## src/design/rvPkg.sv

```systemverilog
`default_nettype none

package rvPkg;

	typedef logic [31:0] word_t;
	typedef logic [4:0] regIdx_t;

	typedef enum logic [2:0] {
		ALU_ADD, ALU_SUB, ALU_AND, ALU_SLT, ALU_SLL, ALU_SRL, ALU_SRA
	} aluOp_t;

	typedef enum logic [2:0] {IMM_I, IMM_S, IMM_B, IMM_U, IMM_J} immKind_t;

	typedef enum logic [1:0] {WB_ALU, WB_MEM, WB_LINK} wbSel_t;

	typedef enum logic [3:0] {
		IDLE, FETCH, FETCH_WAIT, DECODE, REG_READ, EXECUTE,
		MEM_ACCESS, MEM_WAIT, WRITE_BACK, BRANCH, HALT
	} fsmState_t;

	localparam logic [6:0] OPC_OP     = 7'b0110011;
	localparam logic [6:0] OPC_IMM    = 7'b0010011;
	localparam logic [6:0] OPC_LOAD   = 7'b0000011;
	localparam logic [6:0] OPC_STORE  = 7'b0100011;
	localparam logic [6:0] OPC_LUI    = 7'b0110111;
	localparam logic [6:0] OPC_BRANCH = 7'b1100011;
	localparam logic [6:0] OPC_JAL    = 7'b1101111;
	localparam logic [6:0] OPC_JALR   = 7'b1100111;
	localparam logic [6:0] OPC_SYSTEM = 7'b1110011;

	localparam logic [2:0] F3_ADD = 3'b000; // also sub, addi, jalr
	localparam logic [2:0] F3_SLL = 3'b001;
	localparam logic [2:0] F3_SLT = 3'b010;
	localparam logic [2:0] F3_SR  = 3'b101; // srl, srli and srai
	localparam logic [2:0] F3_AND = 3'b111;
	localparam logic [2:0] F3_LW  = 3'b010;
	localparam logic [2:0] F3_SW  = 3'b010;
	localparam logic [2:0] F3_BEQ = 3'b000;
	localparam logic [2:0] F3_BNE = 3'b001;
	localparam logic [2:0] F3_BLT = 3'b100;
	localparam logic [2:0] F3_BGE = 3'b101;

endpackage

`default_nettype wire

```

## src/design/hostAxiPort.sv

```systemverilog
`timescale 1ns/1ps
`default_nettype none

module hostAxiPort
	import rvPkg::*;
#(
	parameter int MemAddrBits = 8
) (
	input logic clk,
	input logic rst,
	input logic awvalid,
	output logic awready,
	input word_t awaddr,
	input logic wvalid,
	output logic wready,
	input word_t wdata,
	output logic bvalid,
	input logic bready,
	input logic arvalid,
	output logic arready,
	input word_t araddr,
	output logic rvalid,
	input logic rready,
	output word_t rdata,
	output logic memReq,
	output logic memWe,
	output logic [MemAddrBits-1:0] memAddr,
	output word_t memWdata,
	input logic memGnt,
	input logic memRvalid,
	input word_t memRdata
);
	logic busy, wrReq, rdReq, rdHold;
	word_t rdataReg;

	assign busy = bvalid || rvalid; // one transaction outstanding at most
	assign wrReq = awvalid && wvalid && !busy;
	assign rdReq = arvalid && !busy && !wrReq;

	assign memReq = wrReq || rdReq;
	assign memWe = wrReq;
	assign memAddr = wrReq ? awaddr[MemAddrBits+1:2] : araddr[MemAddrBits+1:2];
	assign memWdata = wdata;

	assign awready = wrReq && memGnt;
	assign wready = wrReq && memGnt;
	assign arready = rdReq && memGnt;

	// data goes out the cycle it returns, held only if not taken
	assign rvalid = rdHold || memRvalid;
	assign rdata = rdHold ? rdataReg : memRdata;

	always_ff @(posedge clk or negedge rst) begin
		if (!rst) begin
			bvalid <= 1'b0;
			rdHold <= 1'b0;
		end else begin
			if (awready) bvalid <= 1'b1;
			else if (bready) bvalid <= 1'b0;
			rdHold <= rvalid && !rready;
		end
	end

	always_ff @(posedge clk) begin
		if (memRvalid) rdataReg <= memRdata;
	end

endmodule

`default_nettype wire

```

## config.mk

```make
export PLATFORM = sky130hd
export DESIGN_NAME = hostAxiPort
export DESIGN_NICKNAME = d
export VERILOG_FILES = /design/src/design/rvPkg.sv /design/src/design/hostAxiPort.sv
export SDC_FILE = /design/constraint.sdc
export NUM_CORES = 1
export LEC_CHECK = 0
export BUFFER_PORTS_ARGS = -buffer_cell sky130_fd_sc_hd__buf_2
export CORE_AREA = 2 2 84 86
export CTS_CLUSTER_SIZE = 8
export DETAILED_ROUTE_END_ITERATION = 6
export DIE_AREA = 0 0 86 88
export PLACE_DENSITY = 0.69
export SYNTH_ARGS = -nofsm -noshare
export SYNTH_HDL_FRONTEND = slang
export SYNTH_SLANG_ARGS = --single-unit
```

## constraint.sdc

```tcl
create_clock -name clk -period 3.8 [get_ports clk]
set_input_delay 0.38 -clock clk [delete_from_list [all_inputs] [get_ports clk]]
set_output_delay 0.38 -clock clk [all_outputs]
set_load 0.005 [all_outputs]
```

**After elaboration in Yosys (flattened, before gate mapping)**

Index checks and enable logic that the tools add are counted.

- Output and inout port bits: 79
- Flip-flop bits (word level): 34
- Word-level logic and storage cells: 21

- Reductions and logical operators: 14
- Multiplexer cells: 4

Operators with widths:

| operator | count |
|---|---|
| 32-bit 2-to-1 mux | 1 |
| 8-bit 2-to-1 mux | 1 |
| 1-bit logical AND | 7 |
| 1-bit logical NOT | 3 |
| 1-bit logical OR | 3 |
| 1-bit 2-to-1 mux | 2 |
| 2-bit nonzero test | 1 |

**Depth between registers and ports, before layout**

Gate-level depths: netlist of run 1.

- Depth in word-level cells: 7
- Mapped depth: 6
- Gate-level depth less buffers: 3

**Least setup slack after synthesis of run 1**

Ideal clock, no wire load.

- Kind: register -> output
- Start point: register rdHold
- End point: output memAddr[1]
- Cell stages (with the launch flop): 6
- Data arrival time: 1.425 ns
- Slack: 1.995 ns
- Required time: 3.420 ns
- Buffers on the path: 2
- Cell sequence: dfrtp_1 > buf_6 > or2_4 > nor3_4 > buf_6 > mux2_4

- Longest elaborated chain between the ends: 5

Ends and longest elaborated chain:

| element | line | text |
|---|---|---|
| start, declared | hostAxiPort.sv:33 | `logic busy, wrReq, rdReq, rdHold;` |
| start signal, assigned | hostAxiPort.sv:60 | `rdHold <= rvalid && !rready;` |
| 1-bit logical OR | hostAxiPort.sv:50 | `assign rvalid = rdHold \|\| memRvalid;` |
| named net rvalid | hostAxiPort.sv:22 | `output logic rvalid,` |
| 1-bit logical OR | hostAxiPort.sv:36 | `assign busy = bvalid \|\| rvalid;` |
| 1-bit logical NOT | hostAxiPort.sv:37 | `assign wrReq = awvalid && wvalid && !busy;` |
| 1-bit logical AND | hostAxiPort.sv:37 |  |
| named net memWe | hostAxiPort.sv:26 | `output logic memWe,` |
| 8-bit 2-to-1 mux | hostAxiPort.sv:42 | `assign memAddr = wrReq ? awaddr[MemAddrBits+1:2] : araddr[MemAddrBits+1:2];` |
| end, declared | hostAxiPort.sv:27 | `output logic [MemAddrBits-1:0] memAddr,` |

The timed path passes the listed nets, and every way through them passes these cells.

**Worst setup path after layout of run 1**

- Start point: register rdHold
- End point: output memAddr[0]

- Longest elaborated chain between the ends: 5

Ends and longest elaborated chain:

| element | line |
|---|---|
| 1-bit logical OR | hostAxiPort.sv:50 |
| 1-bit logical OR | hostAxiPort.sv:36 |
| 1-bit logical NOT | hostAxiPort.sv:37 |
| 1-bit logical AND | hostAxiPort.sv:37 |
| 8-bit 2-to-1 mux | hostAxiPort.sv:42 |

Every way passes these cells.

==> summary.md, run 1 <==
| Metric | Value |
|---|---|
| Hold path depth | `2` |
| P_leak | `0.00102 uW` |
| Mapped Avg Cell Area | `15.1 um2` |
| Clock Skew | `0.0000211 ns` |
| Clock Pin Slew Worst Setup and Hold Paths | `0.06 ns` |
| Overflow after GRT | `0` |
| Largest net degree at the start of global routing | `34` |
| Setup TNS Final | `0 ns` |
| Setup WS pre-CTS | `1.41 ns` |
| GRT Total Usage | `9.49%` |
| Drt via density | `4.40` |
| Post-Syn Instances | `122` |
| Die height | `88 um` |
| Resized Gates After CTS | `0` |
| Final GP Congestion | `0.701` |
| Rel. slew slack | `59.5%` |
| Ordered cell list for the critical path | `buf_4, or2_4, nor3_4, mux2_2, buf_2` |
| Clock tree buffer depth | `2` |
| Clock Latency Late Sink | `0.27 ns` |
| Final wirelength | `3790 um` |
| Clk pwr share | `34.8%` |
| Global-route wire length before repair | `5540 um` |
| Row count | `30` |
| Final Setup Violations | `0` |
| Cts bufs inserted | `5` |
| Status | `finished, final reports clean` |
| Starting Density | `27.7%` |
| DRT Pass-1 Iters | `4` |
| I/O Pins | `216` |
| CP arrival | `2.27 ns` |
| TritonCTS clock tree | `done` |
| Hold crit path type | `in -> reg` |
| Worst Setup Path Type | `reg -> out` |
| Gate power share | `16.3%` |
| Yosys warnings | `0` |
| Peak VDD IR | `0.150 mV` |
| Worst Path Required | `3.42 ns` |
| Cts-stage hold buffer count | `1` |
| H-tree depth | `2` |
| Slew Viols, Final | `0` |
| Crit-path max FO | `33` |
| Core box area | `6640 um2` |
| Achievable Freq | `0.377 GHz` |
| Slowest cell on crit path | `nor3_4` |
| Antenna viol nets, final | `0` |
| Crit end category | `output pin` |
| Switching portion of total power | `20.7%` |
| Die width | `86 um` |
| Antenna Cells | `0` |
| R2R depth | `4` |
| Unrepaired setup endpoints after global routing | `false` |
| I/O Buffers | `103` |
| Post-synthesis sequential area ratio | `54.9%` |
| Sw Pwr | `190 uW` |
| DRT iter0 DRCs | `69` |
| Syn Std Cell Area | `1840 um2` |
| HPWL Detailed | `2820 um` |
| Layout cells sized above 1 | `77.8%` |
| DIE AREA | `7570 um2` |
| DRC Markers | `0` |
| #FFs+latches synth | `34` |
| Initial antenna violation count | `0` |
| Pwr dens | `398 nW/um2` |
| Post-layout minimum cycle time | `2.65 ns` |
| Clk sink count | `34` |
| Synth unique cells | `17` |
| Vias in the first global route | `1,152` |
| Setup Buffers After CTS | `0` |
| Pin slew with the least headroom to its limit | `0.606 ns` |
| # nets final | `334` |
| Max-Cap Viols | `0` |
| Final worst-path cycle share | `69.8%` |
| Setup WS post-layout | `1.15 ns` |
| Hold Fails Final Rpt | `0` |
| P_int | `727 uW` |
| Vias | `1,223` |
| Nature of the critical path startpoint | `register` |
| CP max stage delay | `0.53 ns` |
| Synth-to-layout area growth | `25.1%` |
| Wire per inst | `13.6 um` |
| Sequential share of power | `48.9%` |
| Post-synth net total | `259` |
| Root Buffer | `clkbuf_8` |
[state kept, by name, indices dropped and copies added (netlist names)]
register  cells
rdHold        1
bvalid        1
rdataReg     32
[layout by cell type (no fill, tap or decap)]
cell type,count
dlygate4sd3_1,1
mux2_2,34
mux2_4,6
nor3_4,1
inv_1,1
buf_2,103
clkbuf_1,2
or2_2,1
and2_1,1
a22o_1,1
clkbuf_8,5
nor2b_1,1
nand2_1,1
bufinv_16,1
nor3b_1,1
and3_1,1
edfxtp_1,32
buf_4,2
or2_4,1
dfrtp_1,2
[cells in the mapped netlist]
cell type	instances	area share (%)
nor2b_1	1	0.34
nor3_4	1	0.88
a22o_1	1	0.48
inv_1	1	0.20
and3_1	1	0.34
dfrtp_1	2	2.7
nand2_1	1	0.20
edfxtp_1	32	52
or2_4	1	0.48
nor3b_1	1	0.41
mux2_4	6	4.9
buf_6	2	1.2
and2_1	1	0.34
mux2_2	34	21
or2_2	1	0.34
buf_4	33	13
buf_2	3	0.81
[through the flow]
step / cells / hold WS (ns) / total power (uW) / utilization, % / cell area [um2]
4_1_cts: 278 / 0.242 / 941 / 34.7 / 2300
6_report: 278 / 0.253 / 918 / 34.7 / 2300
5_1_grt: 278 / 0.249 / 969 / 34.7 / 2300
3_3_place_gp: 269 / 0.167 / 605 / 32.9 / 2190
2_1_floorplan: 122 / 0.0844 / 553 / - / 1840
3_5_place_dp: 269 / 0.168 / 609 / 32.9 / 2190
[power groups by stage]
stage               registers [uW]  logic [uW]  clock network, uW
finish                         449         150                319
global route                   452         164                353
CTS                            449         153                338
detailed placement             458         151                  0
global placement               456         149                  0
floorplan                      455        97.9                  0
[logic make-up (layout without fill, tap and decap cells)]
family | after synthesis | in the layout | synth area share, %
muxes | 40 | 40 | 25.7
buffers and inverters | 39 | 115 | 15.7
DFF | 34 | 34 | 54.9
and+or+nand+nor | 8 | 8 | 3.33
AOI/OAI and AO/OA | 1 | 1 | 0.475
[critical path, delay by kind of cell (launching register included)]
family | cells | cell delay [ns]
buffers and inverters | 2 | 0.38
DFF | 1 | 0.36
muxes | 1 | 0.40
and+or+nand+nor | 2 | 0.86
[per-layer routing]
| metal | global-route usage, % | vias up | part of all wire, % | wire length [um] |
|---|---|---|---|---|
| met4 | 5.34 | 0 | 1.7 | 66 |
| met1 | 10.5 | 579 | 38 | 1430 |
| met2 | 15.9 | 66 | 51 | 1920 |
| li1 | - | 562 | - | - |
| met3 | 3.39 | 16 | 9.8 | 373 |
| met5 | 0 | - | 0 | 0 |
[area by class of cell]
class	instances	area [um2]
clock buffers	7	76.3
multi-input cells	49	543
flip-flops and latches	34	1010
repair buffers	106	541
clock inverters	1	30.0
fillers	667	4340
inverters	1	3.75
well taps	80	100
[worst paths after layout]
check                      slack, ns    endpoint    from
setup reg to reg                2.05      bvalid  rdHold
hold / removal                  0.25      rdHold  rready
min in group asynchronous       0.42      bvalid     rst
hold reg to reg                 0.64      bvalid  bvalid
setup / recovery                1.15  memAddr[0]  rdHold
max in group asynchronous       3.29      rdHold     rst
Note: power is estimated with default switching activity, not from simulation.
==> inputs of run 2 (changes only) <==
PLACE_DENSITY = 0.72   (was 0.69)
clock period = 2.1 ns   (was 3.8 ns; I/O delays follow)
==> run 2 against run 1 <==
Effect of this change: critical path depth is the same; global-route usage decreased by 0.64 points; non-clock buffer count rose by 1; setup slack worse by 1.0 ns; routed wire length down 8.0%; largest cell class unchanged; utilization down 0.40 points; power rose by 64%.
==> summary.md, run 2 (synthesis results as in run 1) <==
| Metric | Value |
|---|---|
| Design Area, Final | `2280 um2` |
| Final Setup Violations | `0` |
| Placed Cells | `270` |
| Clock tree buffer depth | `2` |
| Initial antenna violation count | `0` |
| Hold path depth | `2` |
| Status | `finished, final reports clean` |
| Final wirelength | `3490 um` |
| Pwr dens | `661 nW/um2` |
| Register Area | `1010 um2` |
| Worst Setup Path Type | `reg -> out` |
| Hold crit path type | `in -> reg` |
| Biggest register | `rdataReg` |
| Vias in the first global route | `1,116` |
| Setup TNS Final | `0 ns` |
| Ordered cell list for the critical path | `or2_4, nor3_4, buf_4, mux2_2, buf_2` |
| Post-layout minimum cycle time | `1.99 ns` |
| Die width | `86 um` |
| CP top delay family | `simple AND/OR/NAND/NOR gates` |
| CP arrival | `1.78 ns` |
| Min-Delay Startpoint | `rready` |
| GRT Total Usage | `8.85%` |
| Synth-to-layout area growth | `23.6%` |
| Row count | `30` |
| Hold Path End | `rdHold` |
| Crit-path max FO | `12` |
| Overflow after GRT | `0` |
| R2R depth | `4` |
| Root Buffer | `clkbuf_8` |
| HPWL Detailed | `2660 um` |
| DRT Pass-1 Iters | `3` |
| DIE AREA | `7570 um2` |
| Max-Cap Viols | `0` |
| H-tree depth | `2` |
| Antenna viol nets, final | `0` |
| Final GP Congestion | `0.680` |
| Largest net degree at the start of global routing | `33` |
| Drt via density | `4.35` |
| R2R Setup Slk | `0.86 ns` |
| Placed inst area | `2200 um2` |
| Crit end category | `output pin` |
| Rel. slew slack | `72.6%` |
| I/O Buffers | `103` |
| Max reg flops | `32` |
| Slew Viols, Final | `0` |
| Antenna Cells | `0` |
| Pin slew with the least headroom to its limit | `0.412 ns` |
| Peak VDD IR | `0.261 mV` |
| DRC Markers | `0` |
| Achievable Freq | `0.503 GHz` |
| I/O Pins | `216` |
| Non-Filler Instances | `277` |
| Most frequent cells in the layout | `buf_2, mux2_2, edfxtp_1` |
| P_leak | `0.00101 uW` |
| Resized Gates After CTS | `0` |
| Worst Path Required | `1.89 ns` |
| Starting Density | `27.7%` |
| Worst r2r dst | `bvalid` |
| Nature of the critical path startpoint | `register` |
| Core box area | `6640 um2` |
| Layout cells sized above 1 | `78.2%` |
| Vias | `1,206` |
| DRT iter0 DRCs | `14` |
| Cts bufs inserted | `5` |
| Global-route wire length before repair | `5040 um` |
| Largest registers | `rdataReg (32), bvalid (1), rdHold (1)` |
| Clk sink count | `34` |
| Final worst-path cycle share | `94.6%` |
| Footprint of the multi-input gates | `543 um2` |
| Clock Pin Slew Worst Setup and Hold Paths | `0.06 ns` |
| Crit path buffers/inverters | `2` |
| Unrepaired setup endpoints after global routing | `false` |
| CP max stage delay | `0.37 ns` |
| Fin util | `34.3%` |
| Leading cell type in the layout, fill and taps excluded | `buf_2` |
| Die height | `88 um` |
| Filler cell count | `671` |
| # nets final | `335` |
| Hold Fails Final Rpt | `0` |
| TritonCTS clock tree | `done` |
| Critical R2R Launch | `rdHold` |
| Clock Skew | `0.000157 ns` |
| Slowest cell on crit path | `dfrtp_1` |
| Wire per inst | `12.6 um` |
| Clock Latency Late Sink | `0.27 ns` |
[run 2: worst max path at each step]
stage                     depth (start not counted)  slack (ns)          to    from
after floorplan                                   5        0.47  memAddr[1]  rdHold
after global placement                            5        0.42  memAddr[7]  rdHold
after detailed placement                          5        0.40  memAddr[0]  rdHold
after CTS                                         5        0.08  memAddr[0]  rdHold
after global routing                              5        0.01  memAddr[0]  rdHold
final                                             5        0.11  memAddr[0]  rdHold
[run 2: power breakdown]
part,switching (uW),internal [uW]
logic,106,162
registers,13.1,800
clock network,209,216
total,328,1180
[run 2: worst register-to-register path, cell delays in order, from the launching register on]
cell	delay, ns
dfrtp_1	0.37
or2_4	0.28
nor3_4	0.15
buf_4	0.23
a22o_1	0.16
[run 2: cell type report]
cell class | instances | area share, %
clock buffers | 5 | 3.02
clock inverters | 1 | 0.165
well taps | 80 | 4.39
inverters | 1 | 0.165
repair buffers | 107 | 24.1
flip-flops and latches | 34 | 44.4
multi-input cells | 49 | 23.8
[run 2: layer usage]
layer | up-vias | part of all wire (%) | GRT usage, %
met5 | - | 0 | 0
li1 | 561 | - | -
met1 | 551 | 38 | 9.69
met4 | 0 | 2.4 | 4.91
met3 | 9 | 12 | 3.96
met2 | 85 | 47 | 14.4
[run 2: metrics by stage]
stage                     total power [uW]  setup WS [ns]  hold WS, ns
after floorplan                       1000          0.465      -0.0856
after CTS                             1540         0.0796       0.0698
after global placement                1090          0.421     -0.00389
final                                 1510          0.113       0.0801
after global routing                  1590         0.0130       0.0692
after detailed placement              1100          0.399     -0.00260
[run 2: what timing repair did]
action	in CTS	in global routing
endpoints found under the hold margin	2	0
buffers inserted	0	0
hold buffers	1	0
